<file path="src/rtl/wb_cache_pkg.sv">
`default_nettype none

package wb_cache_pkg;

    typedef logic [31:0] addr_t;
    typedef logic [31:0] word_t;
    typedef logic [3:0]  be_t;

    localparam int WORD_BYTES = 4;

    // per-line state, no coherence
    typedef enum logic [1:0] {
        state_invalid = 2'd0,
        state_clean   = 2'd1,
        state_dirty   = 2'd2
    } block_state_e;

    typedef enum logic {
        op_read_block = 1'b0,
        op_write_back = 1'b1
    } bus_op_e;

    typedef struct packed {
        logic  write;
        be_t   be;
        addr_t addr;
        word_t wdata;
    } core_req_t;

    typedef struct packed {
        word_t rdata;
    } core_rsp_t;

    // addr is always block aligned
    typedef struct packed {
        bus_op_e op;
        addr_t   addr;
    } bus_req_t;

endpackage

`default_nettype wire

</file>
<file path="src/rtl/store_merge.sv">
`timescale 1ns/1ps
`default_nettype none

module store_merge #(
    parameter int block_words_p = 4,
    localparam int offset_w     = $clog2(block_words_p) + 2,
    localparam int block_bits   = block_words_p * 32
) (
    input  wire logic [block_bits-1:0] block_i,
    input  wire wb_cache_pkg::addr_t   addr_i,
    input  wire wb_cache_pkg::be_t     be_i,
    input  wire wb_cache_pkg::word_t   wdata_i,
    output wb_cache_pkg::word_t        load_word_o,
    output logic [block_bits-1:0]      merged_block_o
);

    localparam int byte_sel_w = $clog2(wb_cache_pkg::WORD_BYTES);

    logic [offset_w-byte_sel_w-1:0] word_idx;

    assign word_idx    = addr_i[offset_w-1:byte_sel_w];
    assign load_word_o = block_i[word_idx*32 +: 32];

    // only enabled lanes of the addressed word change
    always_comb begin
        merged_block_o = block_i;
        for (int b = 0; b < wb_cache_pkg::WORD_BYTES; b++) begin
            if (be_i[b]) begin
                merged_block_o[word_idx*32 + b*8 +: 8] = wdata_i[b*8 +: 8];
            end
        end
    end

endmodule

`default_nettype wire

</file>
<file path="config.mk">
export PLATFORM = sky130hd
export DESIGN_NAME = store_merge
export DESIGN_NICKNAME = d
export VERILOG_FILES = /design/src/rtl/wb_cache_pkg.sv /design/src/rtl/store_merge.sv
export SDC_FILE = /design/constraint.sdc
export NUM_CORES = 1
export LEC_CHECK = 0
export BUFFER_PORTS_ARGS = -buffer_cell sky130_fd_sc_hd__buf_2
export CAP_MARGIN = 40
export CELL_PAD_IN_SITES_DETAIL_PLACEMENT = 0
export CELL_PAD_IN_SITES_GLOBAL_PLACEMENT = 2
export CORE_ASPECT_RATIO = 2
export CORE_MARGIN = 5
export CORE_UTILIZATION = 18
export DETAILED_ROUTE_END_ITERATION = 10
export PLACE_DENSITY = 0.82
export SLEW_MARGIN = 20
export SYNTH_ARGS = -nofsm -noshare
export SYNTH_HDL_FRONTEND = slang
export SYNTH_SLANG_ARGS = --single-unit
</file>
<file path="constraint.sdc">
create_clock -name vclk -period 2
set_input_delay 0 -clock vclk [all_inputs]
set_output_delay 0 -clock vclk [all_outputs]
set_load 0.02 [all_outputs]
</file>
# --- After elaboration in Yosys (flattened, before gate mapping) ---
# Cells that the tools add are included.
totals:
  out_inout_bits: 160
  regBits: 0
classes:
  n_mux: 8
  n_addsub: 7
  n_shift: 9
op_table:
  columns: ["cell", "n"]
  rows:
  - ["bitwise mux 128 bit", 4]
  - ["two-way mux 128 bit", 4]
  - ["variable shift 8 x 34 -> 128 bit (first input constant)", 4]
  - ["indexed part select 8 x 34 -> 128 bit", 4]
  - ["indexed part select 128 x 8 -> 32 bit", 1]
  - ["negator 8 -> 34 bit", 3]
  - ["negator 7 -> 34 bit", 1]
  - ["adder 7 x 5 -> 8 bit (second input constant)", 2]
  - ["adder 7 x 4 -> 8 bit (second input constant)", 1]

# --- Longest topological paths before layout ---
depth:
  depth_word: 10
  depth_mapped: 9
  mapped_depth_nobuf: 4

# --- Worst setup path after synthesis ---
# No wires, ideal clock.
synth_path:
  path_type: "input port to output port"
  startpoint: "in addr_i[2]"
  endpoint: "out merged_block_o[15]"
  slack_ns: 0.182
  stages: 9
  arrival_ns: 1.818
  required_ns: 2.000
  cell_sequence: "buf_6 > buf_4 > buf_4 > inv_1 > ha_1 > nand2b_1 > buf_2 > buf_6 > o41ai_1"
synth_via:
  elab_chain_cells: 10
  elab_cells_between_ends: 23
  classes_between: "add/sub: 7; shift: 8; mux: 8"
synth_lines:
  columns: ["item", "line_no", "source"]
  rows:
  - ["from (decl)", "store_merge.sv:10", "input wire wb_cache_pkg::addr_t addr_i,"]
  - ["branches (longest 9 deep; another with negator 8 -> 34 bit)", null, null]
  - ["two-way mux 128 bit (*)", "store_merge.sv:28", "if (be_i[b]) begin"]
  - ["to (decl)", "store_merge.sv:14", "output logic [block_bits-1:0] merged_block_o"]
# Every way passes the cells marked *.

# --- Worst setup path in the final report ---
layout_path:
  startpoint: "in addr_i[3]"
  endpoint: "out merged_block_o[73]"
# Same word-level chain as after synthesis.

==> metrics.log <==
[metrics] status: complete, no violations
[metrics] distinct cell type count of the synthesized netlist: 34
[metrics] Layout Area Growth over Synthesis: 51.22%
[metrics] sequential cell count: 0
[metrics] Worst Slack Setup Final: 224.8 ps
[metrics] detailed router's first-iteration violation count: 279
[metrics] fin crit share: 88.76%
[metrics] Post-CTS Setup Repair Bufs: 0
[metrics] via count of the first global-routing pass: 5,319
[metrics] Placed Cells incl. Taps: 942
[metrics] number of warnings issued by yosys: 0
[metrics] worst setup slack before clock tree synthesis: 231.9 ps
[metrics] Storage cell area: 0 sq um
[metrics] DP Wirelength: 16,750 microns
[metrics] Horiz. Die Dim: 109.8 microns
[metrics] Setup-failing EPs final: 0
[metrics] Worst path most repeated cell: buf_4
[metrics] Antenna diodes: 0
[metrics] largest cells by area after synthesis: a32o_1, mux4_1, a21bo_2
[metrics] category of the worst setup path capture point: output pin
[metrics] I/O Buffers: 326
[metrics] cell taking the most area after synthesis: a32o_1
[metrics] Initial Util: 18.16%
[metrics] worst path arrival time: 1780 ps
[metrics] post-detailed-route count of antenna-violating nets: 0
[metrics] Avg Vias per Cell: 5.416
[metrics] Synth top area share: 17.60%
[metrics] power density over the cells: 278.1 nW/um^2
[metrics] Mapped Nets: 599
[metrics] P_leak: 2.616 nW
[metrics] hold violation total from the final report: 0
[metrics] slew at the pin closest to its max-slew limit: 661.7 ps
[metrics] proportion of synthesized chip area in sequential cells: 0%
[metrics] total wire length: 20,990 microns
[metrics] largest net degree at the start of global routing: 102
[metrics] I/O pin count: 356
[metrics] max-slew violations: 0
[metrics] netlist area before placement: 3583 sq um
[metrics] clkbuf count: 0
[metrics] commonest cells after routing, fill and taps aside: buf_2, a32o_1, inv_1
[metrics] number of placement rows: 73
[metrics] max_cap viols: 0
[metrics] 1st-pass router iterations: 4
[metrics] Core Region: 19,730 sq um
[metrics] y dimension of the die: 209.5 microns
[metrics] overall overflow remaining after global route: 0
[metrics] Layout fillers: 2,256
[metrics] antenna violations before repair: 0
[metrics] wire length of the first global-routing pass: 30,820 microns
[metrics] CP required: 2000 ps
[metrics] share of cells above drive strength 1: 58.82%
[metrics] final RePlAce weighted congestion: 0.8424
[metrics] post-cts resize count: 0
[metrics] hold-fix buffers at CTS: 0
[metrics] overall global routing resource usage: 16.89%
[metrics] total number of nets in the final design: 884
[metrics] class of the most critical hold timing path: in2out
[metrics] Remaining DRCs: 0
[metrics] Max Fanout on Critical Path: 75
[metrics] Slowest Stage Delay on Critical Path: 340 ps
[metrics] footprint of the multi-input gates: 3109 sq um
[metrics] element type at the critical path start: input port
[metrics] clock period minus final worst setup slack: 1775 ps
[metrics] f_max: 0.5633 GHz
[metrics] CP max-delay cell: buf_12
[metrics] commonest non-fill, non-tap cell in the layout: buf_2
[metrics] mean cell area of the mapped netlist: 9.026 sq um
[metrics] maximum resistive drop on vdd: 0.00009572 V
[metrics] Crit Path Category: in2out
[metrics] final-layout setup total negative slack: 0 ps
[metrics] Layout Cells excl Fill: 942
[metrics] number of standard cells after synthesis: 397
[metrics] area enclosed by the die boundary: 23,000 sq um
[metrics] crit-path cells: buf_4 -> buf_12 -> ha_1 -> buf_4 -> nand2_1 -> a32o_1 -> buf_2
[metrics] via total after detailed routing: 5,102
[metrics] worst slew margin relative to its limit: 55.89%
[metrics] setup repair after global routing missed its margin: false
[metrics] routed wire length per instance: 22.28 microns
[through the flow]
step	total power, W	area, sq um	hold slack, ps	utilization (%)
after CTS	0.001517	5419	351.5	27.47
after global placement	0.001502	5391	347.0	27.33
after global routing	0.001602	5419	360.5	27.47
after floorplan	0.0008901	3583	171.5	-
final	0.001507	5419	348.3	27.47
after detailed placement	0.001511	5419	348.3	27.47
[worst max-delay path: cells and delay by family]
family	cells	cell delay [ps]
buffers and inverters	4	890
AND/OR/NAND/NOR	1	310
AO/OA/AOI/OAI	1	300
adder cells (fa/ha/maj)	1	260
[area by class of cell]
| type | instances | share of cell area, % |
|---|---|---|
| Multi-Input combinational cell | 297 | 57.38 |
| Timing Repair Buffer | 349 | 34.22 |
| Tap cell | 262 | 6.049 |
| Inverter | 34 | 2.355 |
[cell families (layout without fill, tap and decap cells)]
logic type	after synthesis	after routing	synth area share (%)
AO/OA/AOI/OAI	159	159	41.83
adder cells (fa/ha/maj)	6	6	2.095
buffers and inverters	100	383	13.69
multiplexers	33	33	22.42
AND/OR/NAND/NOR	99	99	19.97
[synthesized netlist by cell type (all sizes together)]
| library cell | instances |
|---|---|
| ha | 6 |
| nand3 | 25 |
| o41ai | 16 |
| nand4b | 16 |
| nand4 | 8 |
| o2bb2ai | 16 |
| and4bb | 1 |
| and2 | 3 |
| inv | 34 |
| a21bo | 32 |
| a32o | 63 |
| o31ai | 16 |
| nor2b | 2 |
| nand2 | 10 |
| nor4bb | 2 |
| buf | 45 |
| or3b | 1 |
| and2b | 1 |
| and3b | 1 |
| clkbuf | 21 |
| o32ai | 16 |
| mux2 | 1 |
| and4 | 1 |
| and4b | 24 |
| mux4 | 32 |
| nand2b | 4 |
[routing by layer]
layer	vias up	GRT usage, %	share of wire [%]
met5	-	0	0
met1	2489	18.29	35
met2	253	32.56	55
met3	53	1.693	6.0
met4	0	6.113	4.0
li1	2307	-	-
[path summary, 6_finish.rpt]
kind	from	to	slack [ps]	cells after the start
worst min-delay path	block_i[98]	merged_block_o[98]	350	3
worst max-delay path	addr_i[3]	merged_block_o[73]	220	7
[power breakdown]
part	total (W)	internal, W	switching [W]
registers	0	0	0
clock network	0	0	0
logic	0.00151	0.000604	0.000903
total	0.00151	0.000604	0.000903
No activity file was read; power rests on OpenSTA's default activity.
