==> config.mk <==
export PLATFORM = sky130hd
export DESIGN_NAME = cache_arrays
export DESIGN_NICKNAME = d
export VERILOG_FILES = /design/src/rtl/wb_cache_pkg.sv /design/src/rtl/cache_arrays.sv
export SDC_FILE = /design/constraint.sdc
export NUM_CORES = 2
export LEC_CHECK = 0
export ABC_CLOCK_PERIOD_IN_PS = 11950
export BUFFER_PORTS_ARGS = -buffer_cell sky130_fd_sc_hd__buf_4
export CORE_MARGIN = 8
export CORE_UTILIZATION = 35
export CTS_CLUSTER_SIZE = 28
export DETAILED_ROUTE_END_ITERATION = 12
export PLACE_DENSITY = 0.61
export SYNTH_ARGS = -nofsm -noshare
export SYNTH_HDL_FRONTEND = slang
export SYNTH_MEMORY_MAX_BITS = 65536
export SYNTH_SLANG_ARGS = --single-unit
==> constraint.sdc <==
create_clock -name clk_i -period 11.95 [get_ports clk_i]
set_input_delay 2.9875 -clock clk_i [delete_from_list [all_inputs] [get_ports clk_i]]
set_output_delay 2.9875 -clock clk_i [all_outputs]
set_load 0.05 [all_outputs]
==> src/rtl/wb_cache_pkg.sv <==
`default_nettype none

package wb_cache_pkg;

    typedef logic [31:0] addr_t;
    typedef logic [31:0] word_t;
    typedef logic [3:0]  be_t;

    localparam int WORD_BYTES = 4;

    // per-line state, no coherence
    typedef enum logic [1:0] {
        state_invalid = 2'd0,
        state_clean   = 2'd1,
        state_dirty   = 2'd2
    } block_state_e;

    typedef enum logic {
        op_read_block = 1'b0,
        op_write_back = 1'b1
    } bus_op_e;

    typedef struct packed {
        logic  write;
        be_t   be;
        addr_t addr;
        word_t wdata;
    } core_req_t;

    typedef struct packed {
        word_t rdata;
    } core_rsp_t;

    // addr is always block aligned
    typedef struct packed {
        bus_op_e op;
        addr_t   addr;
    } bus_req_t;

endpackage

`default_nettype wire

==> src/rtl/cache_arrays.sv <==
`timescale 1ns/1ps
`default_nettype none

module cache_arrays #(
    parameter int sets_p        = 16,
    parameter int block_words_p = 4,
    localparam int offset_w     = $clog2(block_words_p) + 2,
    localparam int index_w      = $clog2(sets_p),
    localparam int tag_w        = 32 - offset_w - index_w,
    localparam int block_bits   = block_words_p * 32
) (
    input  wire logic                        clk_i,
    input  wire logic                        nreset_i,
    input  wire logic                        rd_en_i,
    input  wire logic [index_w-1:0]          set_index_i,
    input  wire logic                        wr_en_i,
    input  wire logic                        wr_way_i,
    input  wire logic [tag_w-1:0]            wr_tag_i,
    input  wire wb_cache_pkg::block_state_e  wr_state_i,
    input  wire logic [block_bits-1:0]       wr_data_i,
    output logic [1:0][tag_w-1:0]            way_tag_o,
    output wb_cache_pkg::block_state_e [1:0] way_state_o,
    output logic [1:0][block_bits-1:0]       way_data_o,
    output logic                             init_done_o
);

    logic [index_w:0] sweep_cnt_r;

    // one set per cycle is invalidated after reset
    assign init_done_o = sweep_cnt_r == (index_w+1)'(sets_p);

    always_ff @(posedge clk_i) begin
        if (nreset_i) begin
            sweep_cnt_r <= '0;
        end else if (!init_done_o) begin
            sweep_cnt_r <= sweep_cnt_r + 1'b1;
        end
    end

    for (genvar w = 0; w < 2; w++) begin : g_way
        logic [tag_w-1:0]           tag_mem [sets_p];
        wb_cache_pkg::block_state_e state_mem [sets_p];
        logic [block_bits-1:0]      data_mem [sets_p];
        logic [tag_w-1:0]           tag_q;
        wb_cache_pkg::block_state_e state_q;
        logic [block_bits-1:0]      data_q;
        logic                       way_we;

        assign way_we = wr_en_i && (wr_way_i == 1'(w));

        always_ff @(posedge clk_i) begin
            if (!init_done_o) begin
                state_mem[sweep_cnt_r[index_w-1:0]] <= wb_cache_pkg::state_invalid;
            end else if (way_we) begin
                tag_mem[set_index_i]   <= wr_tag_i;
                state_mem[set_index_i] <= wr_state_i;
                data_mem[set_index_i]  <= wr_data_i;
            end
            // output holds between reads
            if (rd_en_i) begin
                tag_q   <= tag_mem[set_index_i];
                state_q <= state_mem[set_index_i];
                data_q  <= data_mem[set_index_i];
            end
        end

        assign way_tag_o[w]   = tag_q;
        assign way_state_o[w] = state_q;
        assign way_data_o[w]  = data_q;
    end

    a_no_write_in_sweep: assert property (@(posedge clk_i) disable iff (nreset_i)
        wr_en_i |-> init_done_o);

endmodule

`default_nettype wire

Word level (Yosys, flattened, before mapping)
Memories as Yosys holds them, arrays and structs flattened. A register that Yosys moved wholly into a read port is not among the register bits.
Cells that the tools add are included.
{ "word_totals": {"ff_bits": 5, "ramBits": 4928, "in_bits": 163, "out_inout_bits": 309, "wordCells": 27, "n_memories": 6} }
{ "mem_list": {"columns": ["memory", "depth", "word_bits", "rd", "rd_clocked_by_memory_dff", "write_ports", "line_no", "text"], "rows": [
  ["g_way[0].data_mem", 16, 128, 1, 1, 1, "cache_arrays.sv:43", "logic [block_bits-1:0] data_mem [sets_p];"],
  ["g_way[1].data_mem", 16, 128, 1, 1, 1, "cache_arrays.sv:43", null],
  ["g_way[0].tag_mem", 16, 24, 1, 1, 1, "cache_arrays.sv:41", "logic [tag_w-1:0] tag_mem [sets_p];"],
  ["g_way[1].tag_mem", 16, 24, 1, 1, 1, "cache_arrays.sv:41", null],
  ["g_way[0].state_mem", 16, 2, 1, 1, 1, "cache_arrays.sv:42", "wb_cache_pkg::block_state_e state_mem [sets_p];"],
  ["g_way[1].state_mem", 16, 2, 1, 1, 1, "cache_arrays.sv:42", null]
]} }
{ "op_classes": {"n_addsub": 1, "n_eq_ne": 1, "muxes": 13, "bitwise_logic": 1, "reduce_logical": 4} }
{ "ops": {"columns": ["op", "n"], "rows": [
  ["two-way mux 1 bit", 9],
  ["two-way mux 4 bit", 2],
  ["adder 5 x 1 -> 5 bit (second input constant)", 1],
  ["equality test 5 bit (second input constant)", 1],
  ["two-way mux 2 bit", 2],
  ["OR reduction 2 bit", 2],
  ["logical AND 1 bit", 2],
  ["inverter 1 bit", 1]
]} }

Logic depth before layout (Yosys ltp)
{ "logic_depth": {"word_depth": 7, "ltp_mapped": 8, "depth_no_buf": 6} }

Worst setup path before layout
OpenSTA, ideal clock, no wires.
{ "synth_path": {"path_type": "in2reg", "from": "input set_index_i[1]", "to": "memory g_way[0].data_mem[11][0] (netlist bit) (enable)", "setup_ns": 0.666, "arrival_ns": 10.346, "required_ns": 11.284, "path_slack_ns": 0.938, "path_stages": 6, "n_path_buf": 4, "path_cell_list": "buf_2 buf_2 buf_2 buf_2 nand4_1 nor2_1"} }
{ "synth_rtl": {"columns": ["item", "line_no", "text"], "rows": [
  ["start: declaration", "cache_arrays.sv:15", "input wire logic [index_w-1:0] set_index_i,"],
  ["end: declaration", "cache_arrays.sv:43", null]
]} }
No word-level cell before the write port.

Worst setup path after layout
{ "layout_path": {"from": "register sweep_cnt_r[0]", "to": "output init_done_o"} }
{ "layout_via": {"elab_chain_cells": 1} }
{ "layout_lines": {"columns": ["item", "line_no", "text"], "rows": [
  ["start: declaration", "cache_arrays.sv:27", "logic [index_w:0] sweep_cnt_r;"],
  ["start signal: assignment", "cache_arrays.sv:36", "sweep_cnt_r <= sweep_cnt_r + 1'b1;"],
  ["equality test 5 bit", "cache_arrays.sv:30", "assign init_done_o = sweep_cnt_r == (index_w+1)'(sets_p);"],
  ["end: declaration", "cache_arrays.sv:24", "output logic init_done_o"]
]} }
No other way between the ends.

==> qor.txt <==
width of the chip: 760 um
Async SR Flop Fraction: 0
leak pwr: 69.9 nW
Detail Placement HPWL: 269000 um
first-pass GRT wire length: 727000 um
Port-buffer cells: 471
Pre-antenna DRT Iters: 6
vias per inst: 5.48
most common cell after layout, fill and taps aside: edfxtp_1
Layout Nets: 8899
worst skew pair latency: 1.07 ns
die height: 760 um
CTS sink cnt: 5241
ANT nets after route: 0
status: finished clean
crit path time final: 6.60 ns
Post-synth EDFFs: 5236
Clock Skew: 0.0713 ns
TritonCTS clock tree: done
CP Class: flip-flop to output pin
Startpoint Class: flip-flop
number of synthesized register bits: 5241
Final Hold Fails: 0
Residual DRC: 0
Inserted Clock Buffers: 537
synthesized area per cell: 24.3 sq um
post_cts resized: 0
# setup viols final: 0
vias in the first global route: 93200
GP Congestion: 0.730
GRT Util Overall: 0.174
initial detailed-routing violation count: 9490
worst endpoint data arrival time: 3.61 ns
root buf cell: clkbuf_16
CTS Hold Bufs: 0
via count: 90200
Post-Syn Instances: 7970
maxcap violations: 0
Post-synth top flop: edfxtp_1
worst-margin pin slew: 1.36 ns
post-route clock period utilization: 0.552
PD cells: 173 mW/mm^2
Syn Nets: 8135
Longest Clk Path Bufs: 4
final hold slack: 0.590 ns
pin count of the biggest net entering global routing: 189
Cell Rows: 273
Post-Route Setup TNS: 0 ns
most frequent cells in the layout: 5236 x edfxtp_1, 1232 x mux4_2, 616 x a22oi_1
final wirelength: 520000 um
layout cells sized above 1: 0.291
Netlist cell types: 38
Wirelength per Cell: 31.6 um
final core utilization: 0.406
Pwr Total: 38.7 mW
register area share after synthesis: 0.812
setup slack, reg-to-reg: 6.43 ns
die area: 0.577 sq mm
Critical Path Fanout Max: 27
# IOs: 472
total grt overflow: 0
clock-pin slew on the worst setup and hold paths: 0.06 ns
crit end category: output pin
setup bufs post-CTS: 0
Slew Limit Fails: 0
Layout area overhead: 15.7%
Initial Util: 0.351
Placeable Area: 0.552 sq mm
slew margin rel.: 0.0953
RSZ-0062 raised after global routing: false
Worst Path Required: 8.96 ns
Mapped Area: 0.194 sq mm
worst min path class: flip-flop to flip-flop
initial antenna violation count: 73
H-tree Lvls: 6
Max Clock Freq: 151 MHz
YS warnings: 0
# fillers: 47400
VDD IR-drop max: 0.160 mV
kinds of logic after synthesis:
kind of cell / synth area share
AND/OR/NAND/NOR: 0.00830
buffers and inverters: 0.0102
adder cells (fa/ha/maj): 0.000129
flip-flops: 0.812
multiplexers: 0.143
XOR/XNOR: 0.000136
AO/OA/AOI/OAI: 0.0254
synth_stat cells (all sizes together), types with 2 or more instances:
cell type	number	area share
clkbuf	221	0.0043
a31o	2	0.000090
a21oi	8	0.00021
nand3	9	0.00023
nand4	2	0.000065
mux2i	3	0.00016
nor4bb	3	0.00016
nand2	312	0.0060
nor2	43	0.00083
o21ai	7	0.00018
nand2b	3	0.000097
a211oi	18	0.00070
dfxtp	5	0.00052
a21o	2	0.000078
and3	4	0.00013
nor2b	8	0.00026
o211ai	2	0.000078
a31oi	2	0.000065
inv	2	0.000039
xor2	2	0.000090
edfxtp	5236	0.81
ha	2	0.00013
nor3	8	0.00021
and2	2	0.000065
mux4	1232	0.14
a22oi	616	0.024
buf	207	0.0059
nand3b	2	0.000078
state kept, by name (all words and copies together), names as in the netlist:
register	flops
g_way.state_q	4
g_way.state_mem	64
g_way.data_q	256
g_way.data_mem	4096
sweep_cnt_r	5
g_way.tag_mem	768
g_way.tag_q	48
worst max-delay path: stages, from the launching register on:
cell and delay (ns):
dfxtp_1 0.55, inv_1 0.14, ha_1 0.23, nand4bb_1 0.42
clkinv_1 0.77, buf_4 0.46
metrics by stage:
| stage | cells | setup slack, ns | cell area (sq um) |
|---|---|---|---|
| floorplan | 7970 | 0.938 | 194000 |
| global placement | 15500 | 4.44 | 207000 |
| detailed placement | 15500 | 4.51 | 207000 |
| CTS | 16400 | 5.28 | 224000 |
| global route | 16500 | 5.06 | 224000 |
| finish | 16500 | 5.35 | 224000 |
power breakdown:
part           internal [mW]  switching [mW]
sequential              20.3           0.104
combinational          0.600            1.19
clock                   9.24            7.23
metal layers:
layer	GRT usage	up-vias	part of all wire
li1	-	36000	-
met1	0.230	49700	0.40
met2	0.299	3635	0.50
met3	0.0256	774	0.066
met4	0.0524	30	0.029
met5	0	-	0.00033
final timing paths:
kind,start,to,cells past startpoint
worst max register to register,sweep_cnt_r[0]$_SDFFE_PP0N_,g_way[1].data_mem[11][101]$_DFFE_PP_,8
worst min register to register,sweep_cnt_r[4]$_SDFFE_PP0N_,sweep_cnt_r[4]$_SDFFE_PP0N_,2
worst min-delay path,sweep_cnt_r[4]$_SDFFE_PP0N_,sweep_cnt_r[4]$_SDFFE_PP0N_,2
worst max-delay path,sweep_cnt_r[0]$_SDFFE_PP0N_,init_done_o,5
layout make-up:
| type | count | area, sq um | share of cell area |
|---|---|---|---|
| Inverter | 3 | 11.3 | 0.0000503 |
| Tap cell | 7287 | 9120 | 0.0407 |
| Antenna cell | 34 | 85.1 | 0.000380 |
| Clock inverter | 301 | 3470 | 0.0155 |
| Timing Repair Buffer | 653 | 5580 | 0.0249 |
| Multi-Input combinational cell | 2298 | 34600 | 0.154 |
| Clock buffer | 645 | 13900 | 0.0620 |
| Sequential cell | 5241 | 157000 | 0.702 |
(Power assumes the default switching activity.)
