File: config.mk
export PLATFORM = sky130hd
export DESIGN_NAME = way_select
export DESIGN_NICKNAME = d
export VERILOG_FILES = /design/src/rtl/wb_cache_pkg.sv /design/src/rtl/way_select.sv
export SDC_FILE = /design/constraint.sdc
export NUM_CORES = 1
export LEC_CHECK = 0
export ABC_AREA = 1
export BUFFER_PORTS_ARGS = -buffer_cell sky130_fd_sc_hd__buf_2
export CAP_MARGIN = 20
export CELL_PAD_IN_SITES_DETAIL_PLACEMENT = 1
export CELL_PAD_IN_SITES_GLOBAL_PLACEMENT = 2
export CORE_ASPECT_RATIO = 0.5
export CORE_UTILIZATION = 22
export CTS_CLUSTER_SIZE = 8
export DETAILED_ROUTE_END_ITERATION = 8
export PLACE_DENSITY_LB_ADDON = 0.1
export SLEW_MARGIN = 0
export SYNTH_ARGS = -nofsm -noshare
export SYNTH_HDL_FRONTEND = slang
export SYNTH_SLANG_ARGS = --single-unit
File: constraint.sdc
create_clock -name clk_i -period 1.75 [get_ports clk_i]
set_clock_uncertainty 0.15 [all_clocks]
set_input_delay 0.35 -clock clk_i [delete_from_list [all_inputs] [get_ports clk_i]]
set_output_delay 0.35 -clock clk_i [all_outputs]
set_load 0.02 [all_outputs]
File: src/rtl/wb_cache_pkg.sv
`default_nettype none

package wb_cache_pkg;

    typedef logic [31:0] addr_t;
    typedef logic [31:0] word_t;
    typedef logic [3:0]  be_t;

    localparam int WORD_BYTES = 4;

    // per-line state, no coherence
    typedef enum logic [1:0] {
        state_invalid = 2'd0,
        state_clean   = 2'd1,
        state_dirty   = 2'd2
    } block_state_e;

    typedef enum logic {
        op_read_block = 1'b0,
        op_write_back = 1'b1
    } bus_op_e;

    typedef struct packed {
        logic  write;
        be_t   be;
        addr_t addr;
        word_t wdata;
    } core_req_t;

    typedef struct packed {
        word_t rdata;
    } core_rsp_t;

    // addr is always block aligned
    typedef struct packed {
        bus_op_e op;
        addr_t   addr;
    } bus_req_t;

endpackage

`default_nettype wire

File: src/rtl/way_select.sv
`timescale 1ns/1ps
`default_nettype none

module way_select #(
    parameter int sets_p        = 16,
    parameter int block_words_p = 4,
    localparam int offset_w     = $clog2(block_words_p) + 2,
    localparam int index_w      = $clog2(sets_p),
    localparam int tag_w        = 32 - offset_w - index_w
) (
    input  wire logic                             clk_i,
    input  wire logic                             nreset_i,
    input  wire logic [tag_w-1:0]                 req_tag_i,
    input  wire logic [index_w-1:0]               set_index_i,
    input  wire logic [1:0][tag_w-1:0]            way_tag_i,
    input  wire wb_cache_pkg::block_state_e [1:0] way_state_i,
    input  wire logic                             lru_touch_i,
    output logic                                  hit_o,
    output logic                                  hit_way_o,
    output logic                                  victim_way_o
);

    logic [1:0]        hit_vec;
    // one bit per set, holds the most recently used way
    logic [sets_p-1:0] mru_r;

    always_comb begin
        for (int w = 0; w < 2; w++) begin
            hit_vec[w] = (way_state_i[w] != wb_cache_pkg::state_invalid)
                      && (way_tag_i[w] == req_tag_i);
        end
    end

    assign hit_o     = |hit_vec;
    assign hit_way_o = hit_vec[1];

    // fill an empty way before evicting
    always_comb begin
        if (way_state_i[0] == wb_cache_pkg::state_invalid) begin
            victim_way_o = 1'b0;
        end else if (way_state_i[1] == wb_cache_pkg::state_invalid) begin
            victim_way_o = 1'b1;
        end else begin
            victim_way_o = ~mru_r[set_index_i];
        end
    end

    always_ff @(posedge clk_i) begin
        if (nreset_i) begin
            mru_r <= '0;
        end else if (lru_touch_i) begin
            mru_r[set_index_i] <= hit_o ? hit_way_o : victim_way_o;
        end
    end

    // tags written by the refill path never repeat within a set
    a_one_way_hits: assert property (@(posedge clk_i) disable iff (nreset_i)
        lru_touch_i |-> $onehot0(hit_vec));

endmodule

`default_nettype wire

======== Word level (Yosys, flattened, before mapping) ========
Cells that the tools add are included.
cells by class
  div/mod/pow operators ................... 0
  shift operators ......................... 0
  reduce and logical (&&, ||, !) cells .... 8
  muxes and demuxes ....................... 8
  eq/ne operators ......................... 2
  bitwise operators ....................... 1
  multipliers ............................. 0
  $lt $le $gt $ge ......................... 2
  $add $sub $neg .......................... 0
operator list
  cell                                                                   count
  24-bit equality test                                                   2
  16-bit bitwise mux                                                     1
  4-bit by 5-bit < comparator with 1-bit output, second input constant   1
  1-bit two-way mux                                                      5
  1-bit binary-select mux with 4-bit select                              1
  1-bit demux with 4-bit select                                          1
  4-bit by 1-bit >= comparator with 1-bit output, second input constant  1
  2-bit logical NOT                                                      2
  2-bit nonzero test                                                     2
  1-bit logical AND                                                      3
  2-bit OR reduction                                                     1
  1-bit NOT                                                              1
word-level totals
  memory bits (writable) .................. 0
  memories kept ........................... 0
  word-level logic and storage cells ...... 22
  ROM bits ................................ 0
  register bits ........................... 16
  latch bits .............................. 0

======== Logic depth before layout (Yosys ltp) ========
  word-level depth ........................ 7
  depth in mapped cells ................... 14
  mapped depth without buffers ............ 13

======== Worst setup path after synthesis ========
Ideal clock, no wire load.
  path kind ............................... input -> output
  from .................................... in way_state_i[3] in the netlist's numbering
  to ...................................... out hit_o
  arrival ................................. 1343 ps
  path slack .............................. -93 ps
  stages .................................. 8
  cells stage by stage .................... or2_1 nand3_1 nor3_1 nand2_1 nor2_1 nand2_2 buf_4 nand2_1
between the ends
  longest elaborated chain between the ends .. 3
RTL lines
  item                RTL line          RTL
  start: declaration  way_select.sv:16  input wire wb_cache_pkg::block_state_e [1:0] way_state_i,
  2-bit nonzero test  way_select.sv:29  hit_vec[w] = (way_state_i[w] != wb_cache_pkg::state_invalid)
  1-bit logical AND   way_select.sv:30  && (way_tag_i[w] == req_tag_i);
  2-bit OR reduction  way_select.sv:34  assign hit_o = |hit_vec;
  end: declaration    way_select.sv:18  output logic hit_o,
Every way passes these cells.

======== Worst setup path after layout ========
  from .................................... in set_index_i[0]
  to ...................................... out victim_way_o
between the ends
  longest elaborated chain between the ends .. 5
RTL lines
  item                                       RTL line          RTL
  start: declaration                         way_select.sv:14  input wire logic [index_w-1:0] set_index_i,
  1-bit binary-select mux with 4-bit select  way_select.sv:44  victim_way_o = ~mru_r[set_index_i];
  1-bit two-way mux (not written as such)    way_select.sv:44
  1-bit NOT                                  way_select.sv:44
  1-bit two-way mux                          way_select.sv:41  end else if (way_state_i[1] == wb_cache_pkg::state_invalid) begin
  1-bit two-way mux                          way_select.sv:39  if (way_state_i[0] == wb_cache_pkg::state_invalid) begin
  end: declaration                           way_select.sv:20  output logic victim_way_o
Every way passes these cells. The select of a mux whose other input is x is not followed.

==> impl_summary.md <==
GRT
The number of antenna violations at the first check in global routing is 0. The largest net degree at the start of global routing is 17. The aggregate global-route resource usage is 15.76%. For this run the aggregate overflow at the end of global routing stands at 0. The first global-routing pass estimated 10990 microns of wire. The number of global-route vias before repair came to approximately 2.5k.

Setup path
The category of the worst setup path capture point is a primary output. The startpoint type of the worst setup path is a primary input. The signal on the critical path passes through buf_6 -> buf_12 -> nand2_4 -> o21ai_2 -> nand2_1 -> nand2_1 -> nand2_1 -> nand2_2 -> o21ai_4 -> inv_2 -> nor2_4 -> buf_6. The top fanout value on the critical path is 7. The required arrival time at the worst endpoint is ~1.3 ns.

The critical path is of the in2out type. The data arrival time of the worst path is 1.35 ns. In this design, the critical path's most frequently occurring cell is nand2_1. The worst flop-to-flop path endpoint is mru_r[7]$_SDFFE_PP0P_. The highest cell delay on the worst timing path is approximately 0.14 ns. In this run the critical register-to-register path is launched from mru_r[9]$_SDFFE_PP0P_. Across all register-to-register paths, the minimum setup slack is 0.06 ns. Measured in cells, the most critical reg-to-reg path has a length of 14.

The master of the slowest instance on the critical path is o21ai_4.

Power
The power density over the cells is approximately 470 mW/mm^2. The overall power is approximately 1.3 mW. IR analysis of the VDD net gives a maximum drop of roughly 0.28 mV. For this design the static power due to leakage is 1.576 nW.

STA
Setup repair after global routing could not meet its margin everywhere. The final worst-path cycle share is 105.9%. The final max-slew violation count is 0. Static timing analysis puts the maximum clock frequency at about 0.54 GHz. The time the final worst path needs with I/O delays and setup is between 1.5 and 2 ns. At the pin with the least slew margin, the transition time is roughly 0.33 ns. The count of endpoints failing hold in the final timing report is 0. In this run the tightest slew margin relative to its limit is approximately 78%.

Summed over all failing endpoints, the final setup total negative slack is -0.1637 ns. The total setup violations reported at the end of the flow is 3. In the post-route analysis, the smallest setup slack over all paths is -0.1027 ns.

Final layout
The design area is between 0.002 and 0.003 sq mm. The count of nets after finishing is 533. The relative area change from synthesis to final layout is 51.97%. The register with the most flip-flops is mru_r.

The repair_antennas step left the layout with diodes totalling 0. The register with the most flip-flops in the layout has 16 of them. The share of final-layout standard cells stronger than drive strength 1 is between 30% and 40%. The final instance count without filler cells is ~560. The largest registers in the layout are mru_r: 16 flops.

Routing
The total via count in the routed design is between 2k and 2.5k. The top layer used by detailed routing is met4. The wire length after detailed routing is 6711 microns. In the final routing, the length of wire on met1 measures ~3200 microns. The met3 routed wirelength is 281 microns. The sum of met2 wire segment lengths after detailed routing is around 3200 microns. The starting DRC count in detailed routing is 33. Using the TritonRoute via totals, the vias-per-cell ratio works out to roughly 4.2. The detailed-route wire length per cell is 11.96 microns. The first detailed-routing pass took 4 iterations. In this run the remaining antenna-violating nets after routing total 0.

The total DRC errors in the routed layout is 0.

Clock network
After clock tree synthesis, the flow added hold-fix buffers numbering 0. For this design, the sink count on the clock tree is 16. The clock tree root buffer cell is clkbuf_16. Counting along the longest clock path gives a buffer depth of 2.

The clock slew at the register clock pins of the worst setup and hold paths is 0.05 ns. The insertion delay to the later sink of the worst-skew pair is around 0.25 ns. CTS built an H-tree with a depth of 1. TritonCTS built the clock tree. The number of CTS-inserted buffers is 3.

Synth
The number of storage elements in the synthesis netlist is 16. The Yosys step of the flow raised 0 warnings. Summing the sequential cell areas from Yosys gives between 15 and 20% of the chip area. The most area-hungry cell type in the Yosys netlist is nand2_1. The mapped cell area is between 0.0015 and 0.002 sq mm. The share of synthesized area in the top cell type comes to between 20% and 30%. The cell count after synthesis is approximately 350. Averaged over all synthesized cells, the footprint is about 5.3 sq um. Sorting the synthesized cells by area gives the leading types as nand2_1 24%, dfxtp_1 17%, nor2_1 13%, inv_1 13%, nand3_2 5.4%.

The synthesized netlist contains 24 unique library cells. When the netlist entered floorplanning its net count stood at between 400 and 500.

Worst hold path
The path class of the tightest hold or removal check is reg2reg. For hold timing, the worst endpoint is mru_r[0]$_SDFFE_PP0P_. The worst min-delay path startpoint is mru_r[0]$_SDFFE_PP0P_. The count of cells along the worst hold path is 4.

Place
The count of buffers from port buffering is 85. The wire-length estimate of the detail-placed layout is ~5700 microns. The post-placement worst setup slack is -0.2626 ns.

Counting tap cells, the placed design contains a total of around 550 instances. Routability-driven placement finished with a final weighted congestion of about 0.84. The placed instances occupy a cell area of approximately 0.0025 sq mm.

Outcome
The flow ran to the end, but the final reports show violations. The checks that failed: setup timing.

Job
The number of max-capacitance violations reported is 0.

Die
The region available for standard cell placement spans around 0.0081 sq mm. Once the floorplan was initialized, standard cells occupied a little under a quarter of the core. 86 I/O pins were placed. From bottom edge to top edge, the die measures ~67 microns. The floorplan has 23 rows.

The horizontal extent of the die is 131.5 microns. The die area is 0.008775 sq mm.
[synth_stat cells, drive strengths merged]
library cell,n
and3,1
xor2,7
buf,3
clkbuf,2
nand2,121
nor2,66
dfxtp,16
nand4,4
nor3,3
xnor2,11
o22ai,5
o21ai,7
a21oi,3
nand3,24
inv,68
or2,6
[worst max-delay path, delay by kind of cell]
kind,cells,cell delay (ns)
buf+inv,4,0.42
simple gates,6,0.40
compound gates,2,0.18
[metal layers]
| metal | track usage, % | up-vias |
|---|---|---|
| li1 | - | 1227 |
| met1 | 19.50 | 1073 |
| met2 | 29.56 | 50 |
| met3 | 1.903 | 4 |
| met4 | 3.488 | 0 |
| met5 | 0 | - |
[worst max-delay path by stage]
stage | startpoint | end | slack (ns) | cells after the start
after detailed placement | set_index_i[0] | mru_r[7]$_SDFFE_PP0P_ | -0.26 | 14
after global routing | mru_r[8]$_SDFFE_PP0P_ | victim_way_o | -0.19 | 10
after CTS | mru_r[2]$_SDFFE_PP0P_ | victim_way_o | -0.16 | 10
after floorplan | way_state_i[3] | hit_o | -0.01 | 8
after global placement | set_index_i[0] | victim_way_o | -0.18 | 12
final | set_index_i[0] | victim_way_o | -0.10 | 12
[cells in the final DEF, fill, tap and decap left out, drive strengths merged]
cell / Yosys / final
nand3: 24 / 24
and3: 1 / 1
xor2: 7 / 7
nor3: 3 / 3
nand2: 121 / 121
o21ai: 7 / 7
buf: 3 / 103
nor2: 66 / 66
a21oi: 3 / 3
dfxtp: 16 / 16
nand4: 4 / 4
inv: 68 / 68
or2: 6 / 6
xnor2: 11 / 11
o22ai: 5 / 5
clkbuf: 2 / 4
[final cells by class]
cell class,count,area (sq um)
flip-flops and latches,16,330.3
fillers,1083,5255
well taps,112,140.1
repair buffers,103,646.9
inverters,68,257.7
clock buffers,4,88.84
multi-input cells,258,1339
[metrics by stage]
step           hold slack [ns]  util (%)
6_report                0.4211     34.78
5_1_grt                 0.4563     34.78
4_1_cts                 0.4249     33.45
3_5_place_dp            0.4137     30.78
3_3_place_gp            0.3960     30.78
2_1_floorplan           0.3783         -
[power by group]
group,total (mW),switching [mW],internal [mW]
combinational,0.428,0.225,0.203
clock,0.510,0.162,0.348
sequential,0.379,0.00541,0.373
[cells by family (layout without fill, tap and decap cells)]
family                 count (synthesis)  count (layout)  synth area share (%)
AND/OR/NAND/NOR                      225             225                 52.78
flip-flops                            16              16                 17.37
AO/OA/AOI/OAI                         15              15                 5.427
XOR/XNOR                              18              18                 8.548
buffers and inverters                 73             175                 15.88
[timing repair]
item / in CTS / in global routing
pin swaps: 6 / 14
resized for setup: 23 / 33
setup buffers: 5 / 1
endpoints found under the setup margin: 4 / 19
hold endpoints to repair: 0 / 0
Note: power is estimated with default switching activity, not from simulation.
